### src/design/cpu_pkg.sv
package cpu_pkg;

  //////////////////////////////
  // Widths
  //////////////////////////////

  // Accumulator and register data
  localparam int DATA_W  = 8;
  // Program address, also sets memory depth and stack payload
  localparam int PADDR_W = 4;
  // One instruction word: opcode, mode, a, b
  localparam int INSTR_W = 16;
  // Register file index
  localparam int RADDR_W = 4;

  //////////////////////////////
  // Encodings
  //////////////////////////////

  // Top nibble of the instruction; values above OP_RTN decode as NOP
  typedef enum logic [3:0] {
    OP_NOP = 4'd0,
    OP_ADD = 4'd1,
    OP_SUB = 4'd2,
    OP_AND = 4'd3,
    OP_OR  = 4'd4,
    OP_XOR = 4'd5,
    OP_LD  = 4'd6,
    OP_ST  = 4'd7,
    OP_JMP = 4'd8,
    OP_RTN = 4'd9
  } opcode_t;

  // Operand source, anything but MODE_REG means immediate
  typedef enum logic [3:0] {
    MODE_IMM = 4'd0,
    MODE_REG = 4'd1
  } mode_t;

  // Four steps per instruction
  typedef enum logic [1:0] {
    FETCH      = 2'b00,
    DECODE     = 2'b01,
    EXEC       = 2'b10,
    WRITE_BACK = 2'b11
  } state_t;

endpackage

### src/design/cpu_top.sv
`timescale 1ns/1ps

module cpu_top
  import cpu_pkg::*;
#(
  parameter int STACK_DEPTH = 4
)
(
  input  logic               clk,
  input  logic               rstn,
  input  logic               wb_cyc,
  input  logic               wb_stb,
  input  logic               wb_we,
  input  logic [PADDR_W-1:0] wb_adr,
  input  logic [INSTR_W-1:0] wb_dat_w,
  output logic               wb_ack,
  output logic [PADDR_W-1:0] pc,
  output logic [DATA_W-1:0]  acc,
  output logic               retire,
  output logic               stack_full,
  output logic               stack_empty
);

  //////////////////////////////
  // Internal nets
  //////////////////////////////

  logic [INSTR_W-1:0] instr;
  opcode_t            alu_op;
  logic               use_imm;
  logic [DATA_W-1:0]  imm;
  logic               acc_we;
  logic [RADDR_W-1:0] rf_addr;
  logic               rf_we;
  logic [DATA_W-1:0]  rf_rdata;
  logic               push;
  logic               pop;
  logic [PADDR_W-1:0] push_addr;
  logic [PADDR_W-1:0] top_addr;

  // Program loader and fetch port
  prog_mem u_prog_mem (
    .clk      (clk),
    .rstn     (rstn),
    .wb_cyc   (wb_cyc),
    .wb_stb   (wb_stb),
    .wb_we    (wb_we),
    .wb_adr   (wb_adr),
    .wb_dat_w (wb_dat_w),
    .pc       (pc),
    .wb_ack   (wb_ack),
    .instr    (instr)
  );

  // Any open bus cycle stalls execution
  seq_control u_seq_control (
    .clk       (clk),
    .rstn      (rstn),
    .hold      (wb_cyc),
    .instr     (instr),
    .top_addr  (top_addr),
    .empty     (stack_empty),
    .pc        (pc),
    .alu_op    (alu_op),
    .use_imm   (use_imm),
    .imm       (imm),
    .acc_we    (acc_we),
    .rf_addr   (rf_addr),
    .rf_we     (rf_we),
    .push      (push),
    .push_addr (push_addr),
    .pop       (pop),
    .retire    (retire)
  );

  exec_unit u_exec_unit (
    .clk      (clk),
    .rstn     (rstn),
    .alu_op   (alu_op),
    .use_imm  (use_imm),
    .imm      (imm),
    .rf_rdata (rf_rdata),
    .acc_we   (acc_we),
    .acc      (acc)
  );

  // ST writes the accumulator into register b
  reg_file u_reg_file (
    .clk   (clk),
    .rstn  (rstn),
    .addr  (rf_addr),
    .we    (rf_we),
    .wdata (acc),
    .rdata (rf_rdata)
  );

  ret_stack #(
    .DEPTH (STACK_DEPTH)
  ) u_ret_stack (
    .clk       (clk),
    .rstn      (rstn),
    .push      (push),
    .pop       (pop),
    .push_addr (push_addr),
    .top_addr  (top_addr),
    .full      (stack_full),
    .empty     (stack_empty)
  );

endmodule

### src/design/exec_unit.sv
`timescale 1ns/1ps

module exec_unit
  import cpu_pkg::*;
(
  input  logic              clk,
  input  logic              rstn,
  input  opcode_t           alu_op,
  input  logic              use_imm,
  input  logic [DATA_W-1:0] imm,
  input  logic [DATA_W-1:0] rf_rdata,
  input  logic              acc_we,
  output logic [DATA_W-1:0] acc
);

  logic [DATA_W-1:0] operand;
  logic [DATA_W-1:0] result;

  // Immediate {a,b} or register b
  assign operand = use_imm ? imm : rf_rdata;

  //////////////////////////////
  // ALU
  //////////////////////////////

  // No carry out, add and sub wrap at 256
  always_comb
  begin
    case (alu_op)
      OP_ADD:  result = acc + operand;
      OP_SUB:  result = acc - operand;
      OP_AND:  result = acc & operand;
      OP_OR:   result = acc | operand;
      OP_XOR:  result = acc ^ operand;
      // Load passes the operand straight through
      OP_LD:   result = operand;
      default: result = acc;
    endcase
  end

  //////////////////////////////
  // Accumulator
  //////////////////////////////

  always_ff @(posedge clk or negedge rstn)
  begin
    if (!rstn)
    begin
      acc <= '0;
    end
    else if (acc_we)
    begin
      acc <= result;
    end
  end

endmodule

### src/design/prog_mem.sv
`timescale 1ns/1ps

module prog_mem
  import cpu_pkg::*;
(
  input  logic               clk,
  input  logic               rstn,
  input  logic               wb_cyc,
  input  logic               wb_stb,
  input  logic               wb_we,
  input  logic [PADDR_W-1:0] wb_adr,
  input  logic [INSTR_W-1:0] wb_dat_w,
  input  logic [PADDR_W-1:0] pc,
  output logic               wb_ack,
  output logic [INSTR_W-1:0] instr
);

  localparam int DEPTH = 1 << PADDR_W;

  // Instruction storage, filled over the bus only
  logic [INSTR_W-1:0] mem [DEPTH];

  // New transfer seen this cycle; ack low keeps a held stb from double-acking
  logic xfer;

  assign xfer = wb_cyc && wb_stb && !wb_ack;

  //////////////////////////////
  // Bus side
  //////////////////////////////

  // One-cycle ack per classic transfer
  always_ff @(posedge clk or negedge rstn)
  begin
    if (!rstn)
    begin
      wb_ack <= 1'b0;
    end
    else
    begin
      wb_ack <= xfer;
    end
  end

  // Write lands on the same edge that raises ack
  // Reads (we low) are acked but return nothing
  always_ff @(posedge clk)
  begin
    if (xfer && wb_we)
    begin
      mem[wb_adr] <= wb_dat_w;
    end
  end

  // Fetch port, no read latency
  assign instr = mem[pc];

endmodule

### src/design/reg_file.sv
`timescale 1ns/1ps

module reg_file
  import cpu_pkg::*;
(
  input  logic               clk,
  input  logic               rstn,
  input  logic [RADDR_W-1:0] addr,
  input  logic               we,
  input  logic [DATA_W-1:0]  wdata,
  output logic [DATA_W-1:0]  rdata
);

  localparam int NREGS = 1 << RADDR_W;

  logic [DATA_W-1:0] regs [NREGS];

  // Single shared address for the read and the write
  always_ff @(posedge clk or negedge rstn)
  begin
    if (!rstn)
    begin
      for (int i = 0; i < NREGS; i++)
      begin
        regs[i] <= '0;
      end
    end
    else if (we)
    begin
      regs[addr] <= wdata;
    end
  end

  // Read is combinational, new data shows after the write edge
  assign rdata = regs[addr];

endmodule

### src/design/ret_stack.sv
`timescale 1ns/1ps

module ret_stack
  import cpu_pkg::*;
#(
  parameter int DEPTH = 4
)
(
  input  logic               clk,
  input  logic               rstn,
  input  logic               push,
  input  logic               pop,
  input  logic [PADDR_W-1:0] push_addr,
  output logic [PADDR_W-1:0] top_addr,
  output logic               full,
  output logic               empty
);

  localparam int CNT_W = $clog2(DEPTH + 1);
  localparam int IDX_W = (DEPTH > 1) ? $clog2(DEPTH) : 1;

  logic [PADDR_W-1:0] mem [DEPTH];
  // Number of valid entries
  logic [CNT_W-1:0]   count;
  logic [IDX_W-1:0]   top_idx;

  assign full    = (count == CNT_W'(DEPTH));
  assign empty   = (count == '0);
  assign top_idx = IDX_W'(count - 1'b1);

  // Depth counter; push when full is dropped here
  always_ff @(posedge clk or negedge rstn)
  begin
    if (!rstn)
      count <= '0;
    else if (push && !full)
      count <= count + 1'b1;
    else if (pop)
      count <= count - 1'b1;
  end

  // Return addresses
  always_ff @(posedge clk)
  begin
    if (push && !full)
      mem[IDX_W'(count)] <= push_addr;
  end

  // Newest entry or zero on an empty stack
  assign top_addr = empty ? '0 : mem[top_idx];

endmodule

### src/design/seq_control.sv
`timescale 1ns/1ps

module seq_control
  import cpu_pkg::*;
(
  input  logic               clk,
  input  logic               rstn,
  input  logic               hold,
  input  logic [INSTR_W-1:0] instr,
  input  logic [PADDR_W-1:0] top_addr,
  input  logic               empty,
  output logic [PADDR_W-1:0] pc,
  output opcode_t            alu_op,
  output logic               use_imm,
  output logic [DATA_W-1:0]  imm,
  output logic               acc_we,
  output logic [RADDR_W-1:0] rf_addr,
  output logic               rf_we,
  output logic               push,
  output logic [PADDR_W-1:0] push_addr,
  output logic               pop,
  output logic               retire
);

  state_t             state;
  logic [INSTR_W-1:0] ir;
  opcode_t            op_q;
  logic               use_imm_q;
  logic [DATA_W-1:0]  imm_q;
  logic [PADDR_W-1:0] next_pc_q;

  // Fields of the latched word
  opcode_t            dec_op;
  mode_t              dec_mode;
  logic [PADDR_W-1:0] field_a;
  logic [PADDR_W-1:0] dec_next_pc;
  logic               run;

  // Bus activity freezes the whole sequencer
  assign run = !hold;

  //////////////////////////////
  // Decode
  //////////////////////////////

  assign dec_mode = mode_t'(ir[11:8]);
  assign field_a  = ir[7:4];

  // Unused opcodes collapse to NOP
  always_comb
  begin
    case (opcode_t'(ir[15:12]))
      OP_ADD, OP_SUB, OP_AND, OP_OR, OP_XOR,
      OP_LD, OP_ST, OP_JMP, OP_RTN:
        dec_op = opcode_t'(ir[15:12]);
      default:
        dec_op = OP_NOP;
    endcase
  end

  // Next pc is settled in DECODE, before the pop moves the stack top
  always_comb
  begin
    if (dec_op == OP_JMP)
      dec_next_pc = field_a;
    else if (dec_op == OP_RTN && !empty)
      dec_next_pc = top_addr + 1'b1;
    else
      dec_next_pc = pc + 1'b1;
  end

  //////////////////////////////
  // Sequencer
  //////////////////////////////

  always_ff @(posedge clk or negedge rstn)
  begin
    if (!rstn)
    begin
      state <= FETCH;
      pc    <= '0;
      op_q  <= OP_NOP;
    end
    else if (run)
    begin
      case (state)
        FETCH:      state <= DECODE;
        DECODE:
        begin
          op_q  <= dec_op;
          state <= EXEC;
        end
        EXEC:       state <= WRITE_BACK;
        WRITE_BACK:
        begin
          pc    <= next_pc_q;
          state <= FETCH;
        end
        default:    state <= FETCH;
      endcase
    end
  end

  // Instruction word and decoded payload
  always_ff @(posedge clk)
  begin
    if (run && state == FETCH)
    begin
      ir <= instr;
    end
    if (run && state == DECODE)
    begin
      // MODE_IMM and every unknown mode take the immediate
      use_imm_q <= (dec_mode != MODE_REG);
      imm_q     <= ir[7:0];
      next_pc_q <= dec_next_pc;
    end
  end

  //////////////////////////////
  // Strobes
  //////////////////////////////

  // ALU ops and LD write the accumulator; ST reg writes register b
  always_comb
  begin
    case (op_q)
      OP_ADD, OP_SUB, OP_AND, OP_OR, OP_XOR, OP_LD:
        acc_we = run && state == EXEC;
      default:
        acc_we = 1'b0;
    endcase
  end

  assign rf_we  = run && state == EXEC && op_q == OP_ST && !use_imm_q;
  assign push   = run && state == EXEC && op_q == OP_JMP;
  // Empty stack turns RTN into a plain step
  assign pop    = run && state == DECODE && dec_op == OP_RTN && !empty;
  assign retire = run && state == WRITE_BACK;

  assign alu_op    = op_q;
  assign use_imm   = use_imm_q;
  assign imm       = imm_q;
  // Register operand is field b
  assign rf_addr   = imm_q[RADDR_W-1:0];
  assign push_addr = pc;

endmodule

### config.mk
export PLATFORM = sky130hd
export DESIGN_NAME = cpu_top
export DESIGN_NICKNAME = d
export VERILOG_FILES = /design/src/design/cpu_pkg.sv /design/src/design/cpu_top.sv /design/src/design/exec_unit.sv /design/src/design/prog_mem.sv /design/src/design/reg_file.sv /design/src/design/ret_stack.sv /design/src/design/seq_control.sv
export SDC_FILE = /design/constraint.sdc
export NUM_CORES = 1
export LEC_CHECK = 0
export ABC_CLOCK_PERIOD_IN_PS = 4300
export BUFFER_PORTS_ARGS = -buffer_cell sky130_fd_sc_hd__clkbuf_2
export CAP_MARGIN = 20
export CORE_MARGIN = 4
export CORE_UTILIZATION = 50
export CTS_CLUSTER_DIAMETER = 80
export DETAILED_ROUTE_END_ITERATION = 16
export PLACE_DENSITY = 0.64
export SLEW_MARGIN = 20
export SYNTH_ARGS = -nofsm -noshare
export SYNTH_HDL_FRONTEND = slang
export SYNTH_SLANG_ARGS = --single-unit
### constraint.sdc
create_clock -name clk -period 4.3 [get_ports clk]
set_clock_uncertainty 0.15 [all_clocks]
set_input_delay 0.43 -clock clk [delete_from_list [all_inputs] [get_ports clk]]
set_output_delay 0.43 -clock clk [all_outputs]
set_load 0.01 [all_outputs]
==> impl_metrics.csv, run 1 <==
group,metric,value,unit
outcome,status,"finished, final reports clean",
critical_path,crit_path_end_kind,"flop",
sta,worst_pin_slew,1.04,ns
power_and_ir_drop,pwr-share-seq,42.7,%
drt,dr_total_vias,10300,
synth,yosys.area.top_type_share,47.0,%
power_and_ir_drop,power_density,577,nW/µm²
floorplan,initial_utilization,50.8,%
power_and_ir_drop,clockPowerShare,30.5,%
flow_run,cap_violations,0,
power_and_ir_drop,leakage,0.00817,µW
sta,drv_slew,0,
synth,syn_inst,1160,
drt,routedWlPerCell,24.2,µm
sta,max_freq,249,MHz
cts,cts_tree,"built",
sta,fin_crit,4.01,ns
floorplan,io-pin-count,41,
layout,post-route-util,57.6,%
drt,drt_iter0_drc,766,
power_and_ir_drop,vdd_drop_max,0.000319,V
sta,worst_hold_slack,0.0491,ns
synth,synthDistinctLibCells,70,
power_and_ir_drop,p_sw_share,30.4,%
layout,final_area,21800,µm²
grt,grt_antenna_before_repair,0,
floorplan,die_w,204,µm
synth,yosys_warnings,0,
grt,grt_use_total,21.4,%
drt,via_per_inst,5.73,
critical_path,crit_arrival,4.36,ns
sta,setup-violations-final,0,
cts,path_clk_slew,0.06,ns
critical_path,criticalPathCategory,"reg2reg",
floorplan,coreArea,37800,µm²
layout,diodes,0,
cts,ctsHtreeMaxLevel,2,
drt,route.detailed.drc,0,
floorplan,die_h,204,µm
cts,clock_path_buffers,3,
synth,ys_ff_latch,451,
synth,synth_largest_area_cell,"edfxtp_1",
grt,grt_remaining_overflow,0,
layout,fin_nets,1306,
synth,yosys_most_used_dff,"edfxtp_1",
power_and_ir_drop,p_comb_share,26.8,%
layout,syn_to_final_growth,13.4,%
synth,yosys-top-cells-count,"edfxtp_1 (301), dfrtp_1 (150), mux4_2 (100), nand2_1 (100), o21ai_0 (83)",
power_and_ir_drop,internal_power,8770,µW
synth,ys_seq_area_share,66.5,%
sta,hold_viol_final,0,
sta,setup_slack,0.286,ns
floorplan,num_rows,71,
cts,clock_latency,0.58,ns
critical_path,required,4.64,ns
synth,syn_area_per_cell,16.6,µm²
grt,grt_pass1_vias,10800,
cts,cts_buffers,46,
critical_path,path_max_fanout,12,
cts,clock-sinks,451,
drt,routed_wl,43400,µm
layout,drive_gt1_share,29.8,%
synth,synthArstFlopShare,33.3,%
synth,synth_edf_count,301,
synth,synth_most_common_cell,"edfxtp_1",
placement,placed_area,20300,µm²
synth,synth_area_leaders,"edfxtp_1 (47%), dfrtp_1 (20%), mux4_2 (12%)",
placement,pre_cts_slack,0.126,ns
placement,numPortBuffers,40,
power_and_ir_drop,p_sw,3820,µW
synth,netlist_area,19200,µm²
drt,first_pass_iters,5,
placement,hpwlAfterDp,27400,µm
cts,postCtsSetupBuffers,0,
drt,ant_nets,0,
grt,grt_max_degree,92,
floorplan,die_area,41700,µm²
sta,maxSlewHeadroom,30.2,%
grt,grt_pass1_wl,66800,µm
placement,gp_congestion,0.831,
synth,synth_nets,1221,
cts,cts-root-buf,"clkbuf_16",
sta,min_period_over_period,93.3,%
critical_path,startpoint_type,"flop",
min_path,min_path_type,"in2reg",
## registers in the layout, indices dropped and copies added, names as in the netlist, 4 cells and up
signal / count
u_ret_stack.mem: 16
u_seq_control.pc: 4
u_exec_unit.acc: 8
u_seq_control.ir: 16
u_prog_mem.mem: 256
u_seq_control.alu_op: 4
u_seq_control.next_pc_q: 4
u_reg_file.regs: 128
u_seq_control.imm: 8
## timing repair
item                                    in CTS  in global routing
gates resized for setup                      0                  4
endpoints found under the setup margin       0                  1
hold buffers                                 1                  0
hold endpoints to repair                    90                  0
## layout make-up
type | count | area [µm²]
Timing Repair Buffer | 99 | 702
Inverter | 26 | 97.6
Tap cell | 511 | 639
Clock inverter | 27 | 218
Sequential cell | 451 | 12800
Clock buffer | 58 | 1240
Multi-Input combinational cell | 621 | 6130
Fill cell | 2925 | 16000
## metrics by stage
stage               total power (µW)  setup TNS [ns]  cells
global placement                8820               0   1707
finish                         12600               0   1793
detailed placement              8840               0   1707
CTS                            12700               0   1793
global route                   13200         -0.0197   1793
floorplan                       7660               0   1160
## layer usage
layer | wire, µm | global-route usage [%] | share of wire, % | vias up
met5 | 0 | 0 | 0 | -
met4 | 940 | 6.70 | 2.2 | 0
met3 | 2180 | 3.24 | 5.0 | 59
met2 | 21800 | 35.5 | 50 | 250
met1 | 18500 | 29.7 | 43 | 5313
li1 | - | - | - | 4655
## critical path, cell delays in order (launching register included)
cell      delay [ns]
edfxtp_1        0.40
buf_12          0.17
buf_4           0.20
mux2i_1         0.21
nor3_1          0.06
a311o_1         0.36
a311oi_4        0.35
buf_4           0.20
and3_1          0.18
or2_2           0.12
xnor2_1         0.11
ha_1            0.26
o21ai_0         0.20
a21oi_1         0.10
o41ai_2         0.25
xnor2_1         0.12
xnor2_1         0.16
and3b_1         0.18
nor3_1          0.15
## cells by family after synthesis
group           Yosys count  share of synthesized area (%)
flops                   451                           66.5
simple gates            219                           5.26
mux                     199                           18.2
compound gates          151                           4.90
buf+inv                  88                           2.04
fa+ha+maj                36                           2.38
xor+xnor                 16                          0.729
## final timing paths
kind	from	endpoint	slack (ns)	cells after the start
setup / recovery	u_seq_control.imm[1]	u_exec_unit.acc[7]	0.29	18
hold / removal	wb_cyc	u_seq_control.state[0]	0.05	2
setup reg to reg	u_seq_control.imm[1]	u_exec_unit.acc[7]	0.29	18
hold reg to reg	u_seq_control.ir[0]	u_seq_control.imm[0]	0.27	0
max in group asynchronous	rstn	u_reg_file.regs[52]	2.84	3
min in group asynchronous	rstn	u_reg_file.regs[107]	0.36	2
## cell usage in the layout (no fill, tap or decap), types with 8 or more instances in the layout
cell type	synthesis	final
nand2b_1	12	12
mux4_1	9	9
o21ai_0	83	82
clkbuf_2	0	39
mux2i_1	10	10
nand2_1	100	100
mux2_2	78	78
a22oi_1	9	9
nor2_1	43	31
nor3_1	18	13
nor2b_1	12	11
ha_1	35	35
clkbuf_1	41	8
mux4_2	100	100
buf_4	3	54
dfrtp_1	150	148
edfxtp_1	301	301
a21oi_1	13	12
xnor2_1	14	14
nor2_2	3	15
o22ai_1	11	11
clkbuf_16	0	46
clkinv_1	3	10
clkinv_2	0	12
inv_1	23	23
## power by group through the flow
stage | logic, µW | registers (µW) | clock network [µW]
2_1_floorplan | 2500 | 5160 | 0
4_1_cts | 3390 | 5390 | 3920
6_report | 3380 | 5370 | 3840
3_5_place_dp | 3370 | 5470 | 0
3_3_place_gp | 3350 | 5470 | 0
5_1_grt | 3690 | 5430 | 4120
No activity file was read; power rests on OpenSTA's default activity.
==> run 2, diff against run 1 <==
Settings changed: RECOVER_POWER from default to 100, REMOVE_ABC_BUFFERS from default to 1.
==> run 2 against run 1 <==
Effect of this change: the run now ends with max-capacitance violations, max-slew violations left; power decreased by 3.0%; setup slack got worse by 0.026 ns; highest routed layer unchanged; register-to-register slack got worse by 0.03 ns; critical endpoint unchanged; sequential share of layout area increased by 1.0 points; critical path type unchanged; first-iteration DRC count decreased by 8.2%.
==> impl_metrics.csv, run 2 (synthesis results as in run 1) <==
group,metric,value,unit
outcome,status,"finished, violations left",
outcome,violations,"max-capacitance violations, max-slew violations",
floorplan,coreArea,37800,µm²
grt,grt_max_degree,95,
layout,largest_reg_flops,256,
sta,fin_crit,4.04,ns
placement,gp_congestion,0.806,
grt,grt_antenna_before_repair,0,
layout,fin_cells,1778,
critical_path,startpoint_type,"flop",
power_and_ir_drop,internal_power,8560,µW
drt,ant_nets,0,
power_and_ir_drop,clockPowerShare,30.1,%
critical_path,crit_arrival,4.39,ns
sta,min_period_over_period,93.9,%
grt,grt_pass1_vias,10700,
sta,maxSlewHeadroom,-61.5,%
cts,postCtsSetupBuffers,0,
placement,hpwlAfterDp,25500,µm
drt,routedWlPerCell,23.5,µm
sta,drv_slew,199,
layout,fin_nets,1295,
grt,grt_pass1_wl,64800,µm
cts,clock_latency,0.58,ns
floorplan,io-pin-count,41,
min_path,min_path_type,"in2reg",
cts,cts-root-buf,"clkbuf_16",
critical_path,cp_slowest_cell,"mux4_1",
power_and_ir_drop,leakage,0.00787,µW
drt,drt_iter0_drc,703,
critical_path,path_max_fanout,20,
sta,max_freq,248,MHz
layout,mostFrequentLayoutCell,"edfxtp_1",
sta,setup-violations-final,0,
layout,regMostFlops,"u_prog_mem.mem",
cts,ctsHtreeMaxLevel,2,
floorplan,initial_utilization,50.8,%
layout,syn_to_final_growth,11.5,%
sta,tns,0,ns
power_and_ir_drop,power_density,570,nW/µm²
drt,via_per_inst,5.84,
power_and_ir_drop,vdd_drop_max,0.000365,V
critical_path,path_buf_inv,2,
critical_path,required,4.65,ns
floorplan,die_w,204,µm
cts,path_clk_slew,0.06,ns
drt,route.detailed.drc,0,
power_and_ir_drop,p_sw,3650,µW
cts,clock-sinks,451,
critical_path,slowest_delay,0.56,ns
power_and_ir_drop,p_sw_share,29.9,%
power_and_ir_drop,p_comb_share,26.8,%
sta,hold_viol_final,0,
cts,cts_buffers,45,
critical_path,cpMostUsedCell,"xnor2_1",
critical_path,crit_path_cell_trace,"buf_12, mux4_1, nand2b_1, a21boi_0, a311oi_1, buf_4, and3_1, or2_2, xnor2_1, ha_1, o21ai_0, a21oi_1, o41ai_2, xnor2_1, xnor2_1, and3b_1, nor3_1",
cts,clock_path_buffers,3,
floorplan,num_rows,71,
layout,reg_top3,"u_prog_mem.mem x256, u_reg_file.regs x128",
placement,placed_area,20200,µm²
floorplan,die_area,41700,µm²
layout,final_cell_mix,"edfxtp_1 (301), dfrtp_1 (150), mux4_2 (100), nand2_1 (100), o21ai_0 (82)",
placement,numPortBuffers,40,
floorplan,die_h,204,µm
grt,grt_use_total,20.5,%
drt,dr_total_vias,10400,
critical_path,crit_path_end_kind,"flop",
sta,rsz0062_at_grt,"false",
grt,grt_remaining_overflow,0,
layout,drive_gt1_share,23.0,%
flow_run,cap_violations,6,
drt,first_pass_iters,5,
placement,dp_cells,1697,
cts,cts_tree,"built",
critical_path,criticalPathCategory,"reg2reg",
drt,routed_wl,41700,µm
layout,diodes,0,
critical_path,path_delay_family,"compound AO/OA/AOI/OAI gates",
sta,worst_pin_slew,2.42,ns
power_and_ir_drop,pwr-share-seq,43.1,%
layout,final_area,21400,µm²
## run 2: changes by cell type in the layout (fill, tap and decap cells not counted), sizes merged
cell / delta
inv: -2
clkbuf: +37
clkinv: -6
bufinv: -1
buf: -41
clkinvlp: -2
## run 2: worst paths after layout
check	startpoint	endpoint	slack, ns	cells past startpoint
worst max-delay path	u_seq_control.imm[1]	u_exec_unit.acc[7]	0.26	17
worst min-delay path	wb_cyc	u_seq_control.state[0]	0.02	2
worst max register to register	u_seq_control.imm[1]	u_exec_unit.acc[7]	0.26	17
worst min register to register	u_seq_control.ir[1]	u_seq_control.imm[1]	0.31	0
max in group asynchronous	rstn	u_reg_file.regs[78]	1.18	3
min in group asynchronous	rstn	u_seq_control.alu_op[2]	0.97	2
## run 2: metal layers
metal  track usage (%)  up-vias  part of all wire, %
met5                 0        -                    0
met4              6.46        0                  2.5
met3              3.28       72                  4.5
met2              34.0      246                   50
met1              28.3     5412                   43
li1                  -     4645                    -
## run 2: metrics by stage
step	utilization (%)	power, µW	hold WS [ns]	worst slack (ns)
floorplan	-	7640	-0.0156	-0.430
global placement	53.5	8670	0.284	0.156
detailed placement	53.5	8690	0.289	0.0772
CTS	57.1	12400	0.00184	0.0886
global route	56.6	12900	0.0152	0.0311
finish	56.6	12200	0.0180	0.261
## run 2: cell type report
type	count	area (µm²)
multi-input combinational	621	6070
clock inverter	16	129
timing repair buffer	89	470
fill	3012	16400
clock buffer	64	1240
sequential	451	12800
tap	511	639
inverter	26	97.6
## run 2: power groups by stage
stage	clock network, µW	registers (µW)	logic, µW
2_1_floorplan	0	5540	2100
3_3_place_gp	0	5360	3310
3_5_place_dp	0	5360	3330
4_1_cts	3780	5280	3340
5_1_grt	3970	5310	3590
6_report	3670	5260	3270
## run 2: timing repair
item,CTS,global route
hold endpoints to repair,92,0
hold buffers,1,0
gates resized for setup,0,3
endpoints found under the setup margin,0,1
==> run 3, diff against run 2 <==
Settings changed: ABC_CLOCK_PERIOD_IN_PS 4300 to 4080, CORE_UTILIZATION 50 to 35, PLACE_DENSITY 0.64 to 0.48, REMOVE_ABC_BUFFERS 1 to default.
Clock period 4.3 ns to 4.08 ns, I/O delays scaled along.
==> run 3 against run 2 <==
Effect of this change: register-to-register slack got worse by 0.13 ns; flip-flop and latch count unchanged; the run still ends with max-capacitance violations, max-slew violations left; fmax increased by 2.2%.
==> impl_metrics.csv, run 3 (synthesis results as in run 1) <==
group,metric,value,unit
sta,worst_pin_slew,2.72,ns
floorplan,io-pin-count,41,
critical_path,crit_path_cell_trace,"buf_6, buf_6, mux4_2, a32oi_2, nor2_1, a311oi_2, buf_4, ha_4, a21oi_4, ha_1, nor2b_4, o21ai_2, a21oi_2, o41ai_2, xnor2_1, xnor2_1, and3b_1, nor3_2",
placement,placed_area,20800,µm²
placement,numPortBuffers,40,
critical_path,path_max_fanout,5,
floorplan,die_area,58800,µm²
drt,ant_nets,0,
drt,dr_total_vias,10400,
cts,clock_path_buffers,3,
sta,setup-violations-final,0,
critical_path,slowest_delay,0.49,ns
power_and_ir_drop,leakage,0.00826,µW
layout,drive_gt1_share,28.6,%
sta,fin_crit,3.95,ns
drt,routed_wl,47200,µm
critical_path,path_buf_inv,3,
layout,largest_reg_flops,256,
critical_path,r2r-start,"u_seq_control.imm[1]",
layout,mostFrequentLayoutCell,"edfxtp_1",
sta,maxSlewHeadroom,-81.4,%
grt,met3_usage,2.55,%
layout,reg_top3,"u_prog_mem.mem x256, u_reg_file.regs x128",
grt,grt_pass1_vias,11000,
sta,max_freq,253,MHz
sta,rsz0062_at_grt,"true",
grt,grtUsageMet2,26.9,%
drt,via_per_inst,5.15,
cts,clock_latency,0.60,ns
critical_path,crit_arrival,4.27,ns
min_path,min_path_type,"in2reg",
floorplan,coreArea,54100,µm²
flow_run,cap_violations,6,
sta,min_period_over_period,96.9,%
placement,pre_cts_slack,-0.205,ns
power_and_ir_drop,vdd_drop_max,0.000315,V
placement,hpwlAfterDp,29900,µm
grt,grt_busiest_layer,"met2",
layout,fin_nets,1348,
floorplan,die_w,242,µm
min_path,hp-start,"wb_dat_w[11]",
grt,grt_remaining_overflow,0,
drt,route.detailed.drc,0,
drt,first_pass_iters,5,
drt,routedWlPerCell,23.4,µm
sta,drv_slew,238,
floorplan,initial_utilization,35.5,%
cts,path_clk_slew,0.06,ns
outcome,status,"finished, violations left",
outcome,violations,"max-capacitance violations, max-slew violations",
layout,final_cell_mix,"edfxtp_1 (301), dfrtp_1 (150), mux4_2 (101), nand2_1 (100), o21ai_0 (80)",
placement,gp_congestion,0.801,
critical_path,cp_slowest_cell,"mux4_2",
grt,grt_max_degree,103,
sta,setup_slack,0.126,ns
cts,cts_tree,"built",
grt,grt_antenna_before_repair,1,
floorplan,num_rows,85,
critical_path,path_delay_family,"compound AO/OA/AOI/OAI gates",
cts,ctsHtreeMaxLevel,2,
cts,cts-root-buf,"clkbuf_16",
grt,grt_pass1_wl,72100,µm
layout,regMostFlops,"u_prog_mem.mem",
drt,drt_iter0_drc,788,
layout,syn_to_final_growth,16.8,%
layout,final_area,22500,µm²
critical_path,startpoint,"u_seq_control.imm[1]",
critical_path,required,4.39,ns
cts,cts_buffers,49,
power_and_ir_drop,power_density,625,nW/µm²
floorplan,die_h,242,µm
critical_path,crit_path_end_kind,"flop",
critical_path,startpoint_type,"flop",
sta,hold_viol_final,0,
critical_path,criticalPathCategory,"reg2reg",
grt,met1_usage,22.6,%
cts,clock-sinks,451,
grt,grt_use_total,16.2,%
-- run 3: cell count changes in the layout (fill, tap and decap cells not counted), sizes merged, moves of 2 or more --
cell / change
buf: +48
bufinv: +3
clkinv: +2
inv: +2
-- run 3: power by group --
group,switching [µW],internal (µW)
combinational,2020,1960
clock,1830,2600
sequential,440,5180
-- run 3: final timing paths --
check,cells after the start,slack [ns],endpoint
worst max-delay path,18,0.13,u_exec_unit.acc[7]
worst min register to register,0,0.27,u_seq_control.imm[0]
worst min-delay path,1,0.15,u_prog_mem.mem[5][11]
max in group asynchronous,3,0.91,u_reg_file.regs[25]
worst max register to register,18,0.13,u_exec_unit.acc[7]
min in group asynchronous,2,1.04,u_reg_file.regs[122]
-- run 3: per-layer routing --
metal	share of wire (%)	wire, µm
met5	0	0
met4	1.9	901
met3	3.4	1600
met2	49	23000
met1	46	21700
-- run 3: area by class of cell --
type | instances | area, µm²
inverters | 26 | 97.6
multi-input cells | 621 | 6200
diodes | 1 | 2.50
fillers | 4953 | 31700
clock buffers | 65 | 1360
repair buffers | 138 | 878
flip-flops and latches | 451 | 12800
well taps | 696 | 871
clock inverters | 24 | 262
-- run 3: per-stage QoR --
| stage | total power, µW | TNS, ns | utilization [%] | hold WS, ns | instances |
|---|---|---|---|---|---|
| 3_5_place_dp | 9580 | -0.289 | 38.4 | 0.263 | 1921 |
| 2_1_floorplan | 8070 | 0 | - | -0.0376 | 1160 |
| 4_1_cts | 14100 | 0 | 41.4 | 0.0208 | 2012 |
| 3_3_place_gp | 9590 | -0.256 | 38.4 | 0.259 | 1921 |
| 5_1_grt | 14800 | -0.178 | 41.5 | 0.166 | 2021 |
| 6_report | 14000 | 0 | 41.5 | 0.152 | 2022 |
-- run 3: repair_timing --
item | 4_1_cts | 5_1_grt
cloned | 0 | 1
setup endpoints to repair | 2 | 4
hold buffers | 2 | 0
resized for setup | 3 | 39
hold endpoints to repair | 101 | 0
buffers inserted | 0 | 7
pin swaps | 1 | 22
